[src/verilog/dcache_pkg.sv]
package dcache_pkg;

    // line geometry
    localparam int LINE_BITS      = 6;   // 64-byte lines
    localparam int INDEX_BITS     = 6;
    localparam int TAG_BITS       = 32 - LINE_BITS - INDEX_BITS;
    localparam int WORD_BITS      = LINE_BITS - 2;
    localparam int WORDS_PER_LINE = 1 << WORD_BITS;
    localparam int NR_SETS        = 1 << INDEX_BITS;

    // one LRU bit per set only covers two ways
    localparam int NR_WAYS = 2;

    // AXI burst shape for one full line
    localparam int BURST_LEN  = WORDS_PER_LINE - 1;
    localparam int BURST_SIZE = 2;   // 4-byte beats

    localparam int DATA_ADDR_BITS = INDEX_BITS + WORD_BITS;

endpackage

[src/verilog/dcache_line_engine.sv]
module dcache_line_engine (
    input  logic                             clk,
    input  logic                             rst,
    input  logic [31:0]                      req_addr,
    input  logic                             pipe_stall,
    input  logic                             miss,
    input  logic                             victim_way,
    input  logic                             victim_dirty,
    input  logic [dcache_pkg::TAG_BITS-1:0]  victim_tag,
    input  logic [31:0]                      way0_data,
    input  logic [31:0]                      way1_data,
    output logic                             busy,
    output logic [dcache_pkg::WORD_BITS-1:0] rd_word,
    output logic                             fill_we,
    output logic [dcache_pkg::WORD_BITS-1:0] fill_word,
    output logic [31:0]                      fill_wdata,
    output logic                             fill_start,
    output logic                             fill_done,
    output logic                             wb_done,
    output logic                             stall,
    output logic [31:0]                      araddr,
    output logic [7:0]                       arlen,
    output logic [2:0]                       arsize,
    output logic                             arvalid,
    input  logic                             arready,
    input  logic [31:0]                      rdata,
    input  logic                             rlast,
    input  logic                             rvalid,
    output logic                             rready,
    output logic [31:0]                      awaddr,
    output logic [7:0]                       awlen,
    output logic [2:0]                       awsize,
    output logic                             awvalid,
    input  logic                             awready,
    output logic [31:0]                      wdata,
    output logic [3:0]                       wstrb,
    output logic                             wlast,
    output logic                             wvalid,
    input  logic                             wready,
    input  logic                             bvalid
);

    localparam logic [1:0] S_IDLE   = 2'd0;
    localparam logic [1:0] S_VREAD  = 2'd1;   // copy victim into vbuf
    localparam logic [1:0] S_XFER   = 2'd2;
    localparam logic [1:0] S_REREAD = 2'd3;

    localparam int WB = dcache_pkg::WORD_BITS;

    logic [1:0]    state;
    logic [WB:0]   vcnt;
    logic [WB-1:0] rcnt;
    logic [WB-1:0] wcnt;
    logic [31:0]   vbuf [dcache_pkg::WORDS_PER_LINE];
    logic          wb_pend;
    logic          held_q;   // request already served during pipe_stall

    assign busy       = state != S_IDLE;
    assign fill_start = state == S_IDLE && miss && !held_q;
    assign stall      = busy || fill_start;
    assign rd_word    = state == S_VREAD ? vcnt[WB-1:0] : req_addr[dcache_pkg::LINE_BITS-1:2];

    assign fill_we    = state == S_XFER && rvalid && rready;
    assign fill_word  = rcnt;
    assign fill_wdata = rdata;
    assign wb_done    = state == S_XFER && wb_pend && bvalid;
    // both bursts finished, possibly in this very cycle
    assign fill_done  = state == S_XFER && (!rready || (rvalid && rlast)) &&
                        (!wb_pend || bvalid);

    assign arlen  = 8'(dcache_pkg::BURST_LEN);
    assign awlen  = 8'(dcache_pkg::BURST_LEN);
    assign arsize = 3'(dcache_pkg::BURST_SIZE);
    assign awsize = 3'(dcache_pkg::BURST_SIZE);
    assign wstrb  = 4'hf;

    always_ff @(posedge clk) begin
        if (rst) begin
            state   <= S_IDLE;
            arvalid <= 1'b0;
            rready  <= 1'b0;
            awvalid <= 1'b0;
            wvalid  <= 1'b0;
            wlast   <= 1'b0;
            wb_pend <= 1'b0;
            held_q  <= 1'b0;
        end else begin
            held_q <= pipe_stall && !stall;
            case (state)
                S_IDLE: begin
                    if (fill_start) begin
                        araddr <= {req_addr[31:dcache_pkg::LINE_BITS], {dcache_pkg::LINE_BITS{1'b0}}};
                        awaddr <= {victim_tag, req_addr[dcache_pkg::LINE_BITS+dcache_pkg::INDEX_BITS-1:
                                   dcache_pkg::LINE_BITS], {dcache_pkg::LINE_BITS{1'b0}}};
                        vcnt <= '0;
                        rcnt <= '0;
                        wcnt <= '0;
                        if (victim_dirty) begin
                            state   <= S_VREAD;
                            wb_pend <= 1'b1;
                        end else begin
                            state   <= S_XFER;
                            arvalid <= 1'b1;
                            rready  <= 1'b1;
                        end
                    end
                end
                S_VREAD: begin
                    vcnt <= vcnt + 1'b1;
                    if (vcnt != 0) begin
                        vbuf[vcnt[WB-1:0] - 1'b1] <= victim_way ? way1_data : way0_data;
                    end
                    if (vcnt == dcache_pkg::WORDS_PER_LINE) begin
                        state   <= S_XFER;
                        arvalid <= 1'b1;
                        rready  <= 1'b1;
                        awvalid <= 1'b1;
                        wvalid  <= 1'b1;
                        wdata   <= vbuf[0];
                        wlast   <= 1'b0;
                    end
                end
                S_XFER: begin
                    if (arvalid && arready) arvalid <= 1'b0;
                    if (awvalid && awready) awvalid <= 1'b0;
                    if (rvalid && rready) begin
                        rcnt <= rcnt + 1'b1;
                        if (rlast) rready <= 1'b0;
                    end
                    if (wvalid && wready) begin
                        if (wlast) begin
                            wvalid <= 1'b0;
                        end else begin
                            wdata <= vbuf[wcnt + 1'b1];
                            wcnt  <= wcnt + 1'b1;
                            wlast <= wcnt == WB'(dcache_pkg::BURST_LEN - 1);
                        end
                    end
                    if (bvalid) wb_pend <= 1'b0;
                    if (fill_done) state <= S_REREAD;
                end
                default: state <= S_IDLE;   // re-read of the requested word
            endcase
        end
    end

    a_ar_hold: assert property (@(posedge clk) disable iff (rst)
        arvalid && !arready |=> arvalid && $stable(araddr));
    a_aw_hold: assert property (@(posedge clk) disable iff (rst)
        awvalid && !awready |=> awvalid && $stable(awaddr));
    // rlast must come with the last word of the line
    a_fill_last: assert property (@(posedge clk) disable iff (rst)
        fill_we && rlast |-> rcnt == WB'(dcache_pkg::BURST_LEN));

endmodule

[config.mk]
export PLATFORM = sky130hd
export DESIGN_NAME = dcache_line_engine
export DESIGN_NICKNAME = d
export VERILOG_FILES = /design/src/verilog/dcache_pkg.sv /design/src/verilog/dcache_line_engine.sv
export SDC_FILE = /design/constraint.sdc
export NUM_CORES = 1
export LEC_CHECK = 0
export BUFFER_PORTS_ARGS = -buffer_cell sky130_fd_sc_hd__buf_2
export CORE_UTILIZATION = 45
export DETAILED_ROUTE_END_ITERATION = 8
export PLACE_DENSITY = 0.79
export REMOVE_ABC_BUFFERS = 1
export SLEW_MARGIN = 20
export SYNTH_ARGS = -nofsm -noshare
export SYNTH_HDL_FRONTEND = slang
export SYNTH_SLANG_ARGS = --single-unit
[constraint.sdc]
create_clock -name clk -period 4.5 [get_ports clk]
set_input_delay 0.45 -clock clk [delete_from_list [all_inputs] [get_ports clk]]
set_output_delay 0.45 -clock clk [all_outputs]
set_load 0.005 [all_outputs]
==> flow_metrics.py <==
metrics = {
    "run_status": {
        "status": "finished clean",
    },
    "synthesis": {
        "synth.avg_cell_area_um2": 20.6,
        "syn-cell-area_um2": 24400,
        "async_flop_share": 0,
        "ys_seq_elements": 612,
        "syn_inst": 1181,
        "synthDistinctLibCells": 44,
        "synth_ff_type": "edfxtp_1",
        "yosysWarnings": 0,
        "seq_area_frac_synth": 0.751,
        "synth_edf_count": 603,
    },
    "placement": {
        "port_buffers": 228,
        "post-place-ws_ps": 1200,
        "dp_hpwl_um": 30900,
        "place_congestion": 0.778,
    },
    "worst_setup_path": {
        "rrSetupSlack_ps": 1220,
        "critPathLaunch": "state[1]$_SDFFE_PP0P_",
        "endpoint": "vbuf[5][21]$_DFFE_PP_",
        "crit_required_ps": 4820,
        "cp.arrival_ps": 3590,
        "startpoint_type": "register",
        "crit_type": "register to register",
        "r2r_start": "state[1]$_SDFFE_PP0P_",
        "endpoint_kind": "register",
        "ff2ff_path_depth": 7,
        "worstReg2RegEnd": "vbuf[5][21]$_DFFE_PP_",
        "critPathMaxFanout": 23,
    },
    "grt": {
        "first_global_vias": 13100,
        "antenna_found_initial": 1,
        "grt_usage": 0.199,
        "grt_pass1_wl_um": 82000,
        "grt_max_degree": 92,
        "grt_overflow": 0,
    },
    "job": {
        "drv_cap": 0,
    },
    "pwr": {
        "vdd_drop_max_v": 0.000317,
        "clockPowerShare": 0.331,
        "p_seq_frac": 0.469,
        "p_sw_mw": 3.86,
        "power_leakage_nw": 9.63,
        "power.total_mw": 14.4,
        "combPwrFrac": 0.200,
        "switching_share": 0.268,
        "p_int_mw": 10.5,
        "powerDensity_nw_per_um2": 508,
    },
    "floorplanning": {
        "die_area_um2": 55100,
        "die_w_um": 235,
        "start_util": 0.459,
        "core_area_um2": 53100,
        "io_pins": 333,
        "rows": 84,
        "fp.dieH_um": 235,
    },
    "timing": {
        "skew_ps": 15.0,
        "worst_pin_slew_ps": 1040,
        "hold_viol": 0,
        "finalSetupTns_ps": 0,
        "finalSetupViolCount": 0,
        "rsz0062_at_grt": "false",
        "holdWs_ps": 26.0,
        "max_freq_mhz": 305,
        "worst_slack_ps": 1220,
        "fin_crit_sh": 0.728,
        "timing.final.crit_period_ps": 3280,
        "final_max_slew_viol_count": 0,
        "slew-limit-headroom": 0.307,
    },
    "final_layout": {
        "post-route-util": 0.533,
        "syn2layout_area_growth_pct": 16.2,
        "drive_above_1_share": 0.355,
        "layout_common_cells": "edfxtp_1 (603), buf_2 (228), mux4_2 (128)",
        "finalNetCount": 1613,
        "final_common_cell": "edfxtp_1",
    },
    "cts": {
        "cts_buffers": 58,
        "clkSinkCount": 612,
        "cts_tree": "yes",
        "worstSkewPairLatency_ps": 620,
        "path_clk_slew_ps": 60,
        "h-tree-depth": 2,
        "clock_path_buffers": 3,
        "ctsRootBufferMaster": "clkbuf_16",
    },
    "routing": {
        "routedWlPerCell_um": 25.1,
        "postRouteAntennaNets": 0,
        "vias": 12300,
        "drc": 0,
        "drtIter0Drc": 1078,
        "viasPerCell": 5.66,
        "drt-pass1-iter-count": 5,
        "wl_um": 54700,
    },
    "min_path": {
        "min_path_type": "primary input to register",
        "worstHoldStart": "req_addr[8]",
    },
}
how the worst min path moves through the flow:
stage | endpoint | slack [ps] | cells after the start
after floorplan | awvalid$_SDFFE_PP0P_ | 460 | 2
after global placement | awvalid$_SDFFE_PP0P_ | 480 | 2
after detailed placement | awvalid$_SDFFE_PP0P_ | 470 | 2
after CTS | awaddr[19]$_DFFE_PP_ | 0.9 | 1
after global routing | araddr[31]$_DFFE_PP_ | -0.3 | 1
final | awaddr[8]$_DFFE_PP_ | 30 | 1
what timing repair did:
action                                 CTS  global route
hold buffers                            40             1
endpoints found under the hold margin   40             1
setup buffers                            0             0
resized for setup                        0             0
cells by family (layout without fill, tap and decap cells):
logic type               count (synthesis)  after routing  synth area share
AND/OR/NAND/NOR                        105            105            0.0187
AO/OA/AOI/OAI                           63             63            0.0202
multiplexers                           229            229             0.162
XOR/XNOR                                 8              8           0.00288
buffers and inverters                  149            421            0.0389
flip-flops                             612            612             0.751
adder cells (fa/ha/maj)                 13             13           0.00668
other                                    2             39          0.000308
synth_stat cells, drive strengths merged, types with 8 or more instances:
cell type	count	area, µm²
inv	14	52.6
nand2	44	165
mux2	36	405
mux2i	65	651
o221ai	32	280
dfxtp	9	180
edfxtp	603	18100
clkbuf	19	71.3
mux4	128	2880
ha	13	163
a21oi	11	55.1
buf	115	821
nor2	33	124
nand3	8	40.0
power by group through the flow:
| stage | Sequential (mW) | Clock [mW] | Combinational (mW) |
|---|---|---|---|
| 3_3_place_gp | 6.85 | 0 | 2.78 |
| 6_report | 6.75 | 4.76 | 2.87 |
| 4_1_cts | 6.75 | 4.82 | 2.91 |
| 5_1_grt | 6.77 | 5.03 | 3.10 |
| 3_5_place_dp | 6.86 | 0 | 2.85 |
| 2_1_floorplan | 6.95 | 0 | 2.04 |
metrics by stage:
stage          area [µm²]  instances
2_1_floorplan       23600       1083
3_3_place_gp        26000       2027
3_5_place_dp        26000       2027
4_1_cts             28300       2176
5_1_grt             28300       2178
6_report            28300       2178
state kept, by name, indices dropped and copies added, names as in the netlist:
register,flops
awaddr,26
wvalid,1
wcnt,4
arvalid,1
state,2
vbuf,512
vcnt,5
rready,1
araddr,20
wdata,32
held_q,1
wlast,1
fill_word,4
wb_pend,1
awvalid,1
metal layers:
layer / wire length [µm] / GRT usage / vias up
met5: 0 / 0.00519 / -
met4: 1560 / 0.0742 / 0
met1: 21500 / 0.253 / 6391
li1: - / - / 5209
met2: 28000 / 0.339 / 618
met3: 3770 / 0.0396 / 99
worst max-delay path: stages, from the launching register on:
cell      delay, ps
dfxtp_1         360
inv_1           100
ha_1            380
inv_2           160
a311oi_1        460
nand2_1         380
nor2_4          840
buf_4           300
final cells by class:
class / instances / area [µm²]
Antenna cell: 1 / 2.50
Clock buffer: 73 / 1550
Clock inverter: 36 / 304
Fill cell: 3932 / 24800
Inverter: 15 / 56.3
Multi-Input combinational cell: 456 / 5430
Sequential cell: 612 / 18300
Tap cell: 688 / 861
Timing Repair Buffer: 297 / 1810
Note: power is estimated with default switching activity, not from simulation.
