$ cat config.mk
export PLATFORM = sky130hd
export DESIGN_NAME = dcache_result
export DESIGN_NICKNAME = d
export VERILOG_FILES = /design/src/verilog/dcache_pkg.sv /design/src/verilog/dcache_result.sv
export SDC_FILE = /design/constraint.sdc
export NUM_CORES = 1
export LEC_CHECK = 0
export ABC_AREA = 1
export BUFFER_PORTS_ARGS = -buffer_cell sky130_fd_sc_hd__buf_4
export CAP_MARGIN = 0
export CELL_PAD_IN_SITES_DETAIL_PLACEMENT = 1
export CELL_PAD_IN_SITES_GLOBAL_PLACEMENT = 1
export CORE_MARGIN = 10
export CORE_UTILIZATION = 24
export CTS_CLUSTER_DIAMETER = 50
export DETAILED_ROUTE_END_ITERATION = 12
export HOLD_SLACK_MARGIN = 0.02
export PLACE_DENSITY_LB_ADDON = 0.1
export SETUP_SLACK_MARGIN = 0.4
export SYNTH_ARGS = -nofsm -noshare
export SYNTH_HDL_FRONTEND = slang
export SYNTH_SLANG_ARGS = --single-unit
$ cat constraint.sdc
create_clock -name clk -period 2.5 [get_ports clk]
set_input_delay 0.5 -clock clk [delete_from_list [all_inputs] [get_ports clk]]
set_output_delay 0.5 -clock clk [all_outputs]
set_load 0.05 [all_outputs]
$ cat src/verilog/dcache_pkg.sv
package dcache_pkg;

    // line geometry
    localparam int LINE_BITS      = 6;   // 64-byte lines
    localparam int INDEX_BITS     = 6;
    localparam int TAG_BITS       = 32 - LINE_BITS - INDEX_BITS;
    localparam int WORD_BITS      = LINE_BITS - 2;
    localparam int WORDS_PER_LINE = 1 << WORD_BITS;
    localparam int NR_SETS        = 1 << INDEX_BITS;

    // one LRU bit per set only covers two ways
    localparam int NR_WAYS = 2;

    // AXI burst shape for one full line
    localparam int BURST_LEN  = WORDS_PER_LINE - 1;
    localparam int BURST_SIZE = 2;   // 4-byte beats

    localparam int DATA_ADDR_BITS = INDEX_BITS + WORD_BITS;

endpackage

$ cat src/verilog/dcache_result.sv
module dcache_result (
    input  logic                                  clk,
    input  logic                                  rst,
    input  logic                                  req_en,
    input  logic [31:0]                           req_addr,
    input  logic                                  pipe_stall,
    input  logic                                  stall,
    input  logic [31:0]                           way0_data,
    input  logic [31:0]                           way1_data,
    input  logic                                  hit_way,
    input  logic [dcache_pkg::DATA_ADDR_BITS-1:0] last_waddr,
    input  logic [3:0]                            last_we0,
    input  logic [3:0]                            last_we1,
    input  logic [31:0]                           last_wdata,
    output logic [31:0]                           rdata
);

    logic [31:0] sel_data;
    logic [3:0]  sel_we;
    logic [31:0] bit_mask;
    logic [31:0] fwd_data;
    logic        hold_q;
    logic [31:0] hold_data;

    assign sel_data = hit_way ? way1_data : way0_data;
    assign sel_we   = hit_way ? last_we1 : last_we0;
    assign bit_mask = {{8{sel_we[3]}}, {8{sel_we[2]}}, {8{sel_we[1]}}, {8{sel_we[0]}}};

    // array read missed the store of the previous cycle
    assign fwd_data = last_waddr == req_addr[dcache_pkg::LINE_BITS+dcache_pkg::INDEX_BITS-1:2]
                    ? (last_wdata & bit_mask) | (sel_data & ~bit_mask)
                    : sel_data;

    assign rdata = hold_q ? hold_data : fwd_data;

    always_ff @(posedge clk) begin
        if (rst) begin
            hold_q <= 1'b0;
        end else if (!hold_q && req_en && !stall && pipe_stall) begin
            hold_q <= 1'b1;
        end else if (!pipe_stall) begin
            hold_q <= 1'b0;
        end
    end

    always_ff @(posedge clk) begin
        if (!hold_q) hold_data <= fwd_data;   // only read back while hold_q
    end

endmodule

==> reports/results.tsv, run 1 <==
stage	metric	value	unit
setup_path	critPathLaunchType	input port	
floorplanning	dieArea	15800	sq um
yosys	synth_area_leaders	nand2_1, dfxtp_1, inv_1, nand3_1, o21ai_1	
final_layout	fillers	1451	
floorplanning	ios	184	
setup_path	r2r_end	hold_q$_SDFFE_PP0P_	
yosys	syn-num-nets	669	
power_and_ir_drop	seqPwrFrac	29.9	%
sta	setup_violations	0	
setup_path	r2r_cells	3	
setup_path	crit_family	simple AND/OR/NAND/NOR gates	
cts	cts_made_buffers	5	
setup_path	path_max_fanout	16	
cts	ctsHoldBuffers	0	
sta	skew	0.00417	ns
drt	via_per_inst	4.47	
yosys	ys.flop_type	dfxtp_1	
sta	finalMaxSlewViolations	0	
sta	finalCritPeriodShare	91.1	%
final_layout	instances_no_fill	825	
drt	first_iter_violations	123	
cts	clk_pin_slew	0.07	ns
setup_path	cp-end-kind	output port	
setup_path	critPathKind	input port to output port	
drt	ant_nets	0	
cts	cts.sinks	33	
drt	post_drt_wl_per_cell	15.3	microns
final_layout	area_growth	83.1	%
final_layout	drive_gt1_share	41.6	%
yosys	avgSynthCellArea	5.17	sq um
power_and_ir_drop	power	1980	uW
yosys	netlist_top_cells_count	nand2_1, inv_1, dfxtp_1, nand3_1, o21ai_1	
setup_path	required	2.00	ns
setup_path	r2r-start	hold_q$_SDFFE_PP0P_	
sta	hold_violations	0	
setup_path	crit_chain	buf_4 -> xnor2_1 -> nand2_1 -> nor2_2 -> nand3_4 -> clkbuf_16 -> nand2_1 -> nand2_1 -> nand2_1 -> nand2_2 -> buf_8	
placement	dp.cells	804	
cts	root_buffer	clkbuf_8	
power_and_ir_drop	pwr-share-comb	46.6	%
floorplanning	rows	38	
yosys	yosysMostFrequentCell	nand2_1	
floorplanning	start_util	24.6	%
yosys	synth_area	2680	sq um
setup_path	r2r_slack	1.21	ns
setup_path	critPathArrivalTime	1.78	ns
cts	cts_tree	built	
cts	htreeDepth	2	
setup_path	path_common_cell	nand2_1	
yosys	yosysTopAreaCell	nand2_1	
placement	dp_hpwl	9.14	mm
final_layout	nNetsFinal	836	
floorplanning	die_w	126	microns
yosys	synth_seq_area_share	24.7	%
drt	vias	3684	
worst_hold_path	min-delay-start	rst	
power_and_ir_drop	ir_drop	0.000174	V
worst_hold_path	min_delay_path_depth	2	
drt	routed_wl	12.6	mm
sta	post-route-min-period	2.28	ns
yosys	yosys_warnings	0	
yosys	synth-edff-count	0	
cts	clk_path_buf_depth	2	
run	cap_violations	0	
power_and_ir_drop	switching_share	37.3	%
yosys	ys_ff_latch	33	
final_layout	diodes	0	
setup_path	critPathBufInv	3	
drt	drc	0	
global_routing	antenna_found_initial	0	
placement	gp_congestion	0.742	
placement	numPortBuffers	161	
power_and_ir_drop	p_per_area	404	nW/um^2
global_routing	grt_pass1_wl	19.2	mm
worst_hold_path	hold_class	input port to register	
yosys	netlist_instances	517	
global_routing	grt_max_degree	34	
sta	tightest_slew	0.423	ns
worst_hold_path	holdPathEnd	hold_q$_SDFFE_PP0P_	
sta	rsz0062_at_grt	yes	
setup_path	crit_slowest_cell	clkbuf_16	
yosys	yosysTopAreaCellShare	44.1	%
yosys	synth.distinct_cells	19	
power_and_ir_drop	intPower	1240	uW
yosys	async_flop_share	0	%
floorplanning	fp.dieH	126	microns
power_and_ir_drop	clock_power_share	23.6	%
cts	clk_latency	0.29	ns
global_routing	track_usage	14.5	%
global_routing	grt_pass1_vias	3879	
power_and_ir_drop	p_leak	0.00271	uW
power_and_ir_drop	power.switching	737	uW
global_routing	globalRouteOverflowTotal	0	
setup_path	critical-path-max-stage-delay	0.21	ns
sta	max_slew_margin	71.7	%
sta	holdWs	0.403	ns
sta	fmax	0.439	GHz
status	status	complete, no violations	
drt	drt_pass1_iterations	4	
floorplanning	core	10900	sq um
==> worst max path at each step <==
stage                  startpoint        end  slack, ns  depth (start not counted)
finish                req_addr[6]   rdata[0]       0.22                         11
floorplan                 hit_way  rdata[31]       0.42                          9
global route        last_waddr[6]  rdata[26]       0.11                         14
CTS                  req_addr[10]  rdata[30]       0.17                         14
global placement          hit_way  rdata[31]     -0.003                          9
detailed placement        hit_way  rdata[31]      -0.03                          9
==> cells by family after synthesis <==
logic type      Yosys count  share of synthesized area (%)
xor+xnor                  2                          0.655
flops                    33                           24.7
buf+inv                  86                           14.8
compound gates           38                           7.53
simple gates            358                           52.3
==> placed cells by master (no fill, tap or decap), types with 7 or more instances in the layout <==
cell type and instances:
buf_8 29, inv_1 51, nand3_2 15, o21ai_0 9
dfxtp_1 33, nand3_1 16, inv_2 8, buf_6 13
clkbuf_8 7, buf_4 133, o21ai_1 25, buf_12 9
nand2_1 262, nand2_2 55
==> through the flow <==
step | area [sq um] | worst slack, ns | util [%] | TNS (ns)
floorplan | 2750 | 0.418 | - | 0
global placement | 4100 | -0.00269 | 37.7 | -0.00269
detailed placement | 4100 | -0.0328 | 37.7 | -0.175
CTS | 4590 | 0.173 | 42.2 | 0
global route | 4900 | 0.106 | 45.0 | 0
finish | 4900 | 0.221 | 45.0 | 0
==> layout make-up <==
type                    instances  area (sq um)  share of cell area [%]
multi-input cells             398          1900                    38.8
repair buffers                187          1840                    37.5
flip-flops and latches         33           661                    13.5
inverters                      59           221                    4.52
well taps                     140           175                    3.58
clock buffers                   7          96.3                    1.97
clock inverters                 1          5.00                   0.102
==> timing repair <==
item                       4_1_cts  5_1_grt
setup buffers                    6        3
cloned                           2        2
setup endpoints to repair       32       32
pin swaps                       11       44
resized for setup               80       65
==> routing by layer <==
layer / track usage (%) / routed length [microns]
met1: 16.0 / 5330
met2: 26.1 / 6140
met3: 5.32 / 957
met4: 2.98 / 154
met5: 0 / 0
==> worst register-to-register path, stage by stage (launching register included) <==
cell and delay [ns]:
dfxtp_1 0.33, buf_4 0.37, a21oi_1 0.09, nor3b_1 0.37
==> power by group through the flow <==
stage	logic, uW	clock network, uW	registers (uW)
2_1_floorplan	461	0	599
3_3_place_gp	759	0	601
3_5_place_dp	774	0	603
4_1_cts	878	478	591
5_1_grt	1000	503	595
6_report	920	466	591
==> sequential cells by signal (all words and copies together), names as in the netlist <==
| name | flops |
|---|---|
| hold_data | 32 |
| hold_q | 1 |
No activity file was read; power rests on OpenSTA's default activity.
==> run 2: changes to the inputs <==
CORE_UTILIZATION = 23   (was 24)
clock period = 1.9 ns   (was 2.5 ns; I/O delays follow)
==> run 2 against run 1 <==
Net effect: the flow now finishes with violations (setup timing); critical path depth is 2 higher; sequential cell count unchanged; via count is 4.5% higher; design area increased by 17%; register-to-register slack worse by 0.42 ns; global-route usage grew 1.1 points; combinational power increased by 54%; clock power increased by 110%; count of clock-buffer cells in the layout stayed put.
==> reports/results.tsv, run 2 (same netlist as run 1, synthesis figures left out) <==
stage	metric	value	unit
global_routing	track_usage	15.6	%
cts	clk_pin_slew	0.06	ns
worst_hold_path	hold_class	input port to register	
power_and_ir_drop	pwr-share-comb	44.5	%
run	cap_violations	0	
power_and_ir_drop	p_per_area	560	nW/um^2
power_and_ir_drop	power.switching	1110	uW
final_layout	final_cell_mix	nand2_1, buf_4, nand2_2, inv_1, nand2_4	
cts	ctsHoldBuffers	0	
global_routing	grt_max_degree	34	
floorplanning	ios	184	
setup_path	crit_slowest_cell	clkbuf_16	
sta	max_slew_margin	75.4	%
final_layout	final_common_cell	nand2_1	
placement	numPortBuffers	161	
sta	setup_violations	32	
power_and_ir_drop	ir_drop	0.000456	V
drt	vias	3849	
setup_path	critPathBufInv	5	
final_layout	drive_gt1_share	52.9	%
cts	clk_path_buf_depth	2	
drt	via_per_inst	4.49	
power_and_ir_drop	p_leak	0.00299	uW
setup_path	r2r_end	hold_data[16]$_DFF_P_	
floorplanning	fp.dieH	128	microns
placement	dp_hpwl	10.0	mm
floorplanning	rows	39	
final_layout	area_growth	113	%
drt	first_iter_violations	110	
drt	drt_pass1_iterations	4	
final_layout	fillers	1479	
final_layout	final_util	50.0	%
drt	post_drt_wl_per_cell	15.5	microns
setup_path	cp_num_cells	13	
status	violations	setup timing	
sta	fmax	0.489	GHz
cts	clk_latency	0.29	ns
floorplanning	start_util	23.4	%
global_routing	antenna_found_initial	0	
setup_path	critPathArrivalTime	1.67	ns
worst_hold_path	holdPathEnd	hold_q$_SDFFE_PP0P_	
final_layout	reg.largest.list	hold_data x32, hold_q x1	
cts	root_buffer	clkbuf_16	
worst_hold_path	min-delay-start	rst	
global_routing	globalRouteOverflowTotal	0	
setup_path	required	1.52	ns
sta	hold_violations	0	
sta	finalCritPeriodShare	108	%
cts	cts_made_buffers	5	
worst_hold_path	min_delay_path_depth	2	
setup_path	crit_chain	buf_12 -> nand2_4 -> nand2_4 -> nor2_4 -> buf_6 -> buf_6 -> nand3_4 -> clkbuf_16 -> nand2_1 -> nand2_2 -> nand2_2 -> nand2_4 -> buf_8	
setup_path	crit_family	buffers and inverters	
cts	htreeDepth	2	
sta	tightest_slew	0.365	ns
sta	skew	0.00364	ns
sta	post-route-min-period	2.05	ns
global_routing	grt_pass1_wl	20.7	mm
placement	gp_congestion	0.765	
cts	cts_tree	built	
global_routing	grt_pass1_vias	4198	
drt	ant_nets	0	
setup_path	path_max_fanout	8	
floorplanning	die_w	128	microns
power_and_ir_drop	clock_power_share	31.1	%
power_and_ir_drop	intPower	2080	uW
drt	drc	0	
final_layout	largest_register	hold_data	
drt	routed_wl	13.3	mm
setup_path	critPathLaunchType	input port	
sta	finalSetupTns	-3.54	ns
setup_path	cp-end-kind	output port	
setup_path	r2r_cells	5	
sta	holdWs	0.258	ns
floorplanning	core	11400	sq um
final_layout	diodes	0	
sta	finalMaxSlewViolations	0	
setup_path	critical-path-max-stage-delay	0.21	ns
setup_path	path_common_cell	nand2_4	
sta	rsz0062_at_grt	yes	
cts	cts.sinks	33	
setup_path	critPathKind	input port to output port	
power_and_ir_drop	switching_share	34.8	%
final_layout	nNetsFinal	866	
power_and_ir_drop	seqPwrFrac	24.4	%
setup_path	r2r_slack	0.79	ns
final_layout	largest_register_ffs	32	
floorplanning	dieArea	16300	sq um
status	status	complete, but fails checks	
sta	setup_ws	-0.146	ns
setup_path	r2r-start	hold_q$_SDFFE_PP0P_	
-- run 2: cell count changes in the layout (fill, tap and decap cells not counted), moves of 7 or more --
cell | before | now
nand3_1 | 16 | 9
nand2_2 | 55 | 68
nand2_4 | 0 | 40
buf_4 | 133 | 156
nand2_1 | 262 | 209
-- run 2: power groups by stage --
stage	Sequential (uW)	Combinational [uW]	Clock [uW]
after floorplan	788	680	0
after global placement	792	1150	0
after detailed placement	795	1180	0
after CTS	781	1360	1020
after global routing	787	1530	1050
final	780	1420	993
-- run 2: worst reg2reg max path: cells and delay by family (launching register included) --
kind,cells,cell delay [ns]
flops,1,0.38
simple gates,2,0.19
buf+inv,3,0.44
-- run 2: through the flow --
stage / setup slack, ns / instances / instance area, sq um / power, uW
finish: -0.146 / 858 / 5710 / 3200
global route: -0.276 / 858 / 5710 / 3370
CTS: -0.155 / 857 / 5400 / 3160
detailed placement: -0.259 / 838 / 4690 / 1970
global placement: -0.207 / 838 / 4690 / 1940
floorplan: 0.191 / 517 / 3080 / 1470
-- run 2: cell type report --
class / instances / area, sq um / share of cell area [%]
repair buffers: 217 / 2170 / 38.0
clock inverters: 1 / 30.0 / 0.526
well taps: 143 / 179 / 3.13
clock buffers: 7 / 143 / 2.50
inverters: 59 / 239 / 4.19
flip-flops and latches: 33 / 661 / 11.6
multi-input cells: 398 / 2290 / 40.1
-- run 2: worst max path at each step --
stage	to	startpoint	slack [ns]
detailed placement	rdata[28]	hit_way	-0.26
CTS	rdata[15]	last_waddr[9]	-0.15
floorplan	rdata[0]	req_addr[6]	0.19
global route	rdata[4]	last_waddr[2]	-0.28
global placement	rdata[31]	hit_way	-0.21
finish	rdata[4]	req_addr[10]	-0.15
-- run 2: timing repair --
action                                  CTS  global route
pin swaps                                36            27
gates resized for setup                 117            81
cloned                                    3             1
endpoints found under the setup margin   32            37
setup buffers                             8             0
-- run 2: routing by layer --
| metal | GRT usage [%] | share of wire [%] | vias to the layer above |
|---|---|---|---|
| met1 | 16.4 | 38 | 1796 |
| met3 | 4.76 | 6.4 | 10 |
| met2 | 29.0 | 54 | 93 |
| met5 | 0 | 0 | - |
| met4 | 4.30 | 1.2 | 0 |
| li1 | - | - | 1950 |
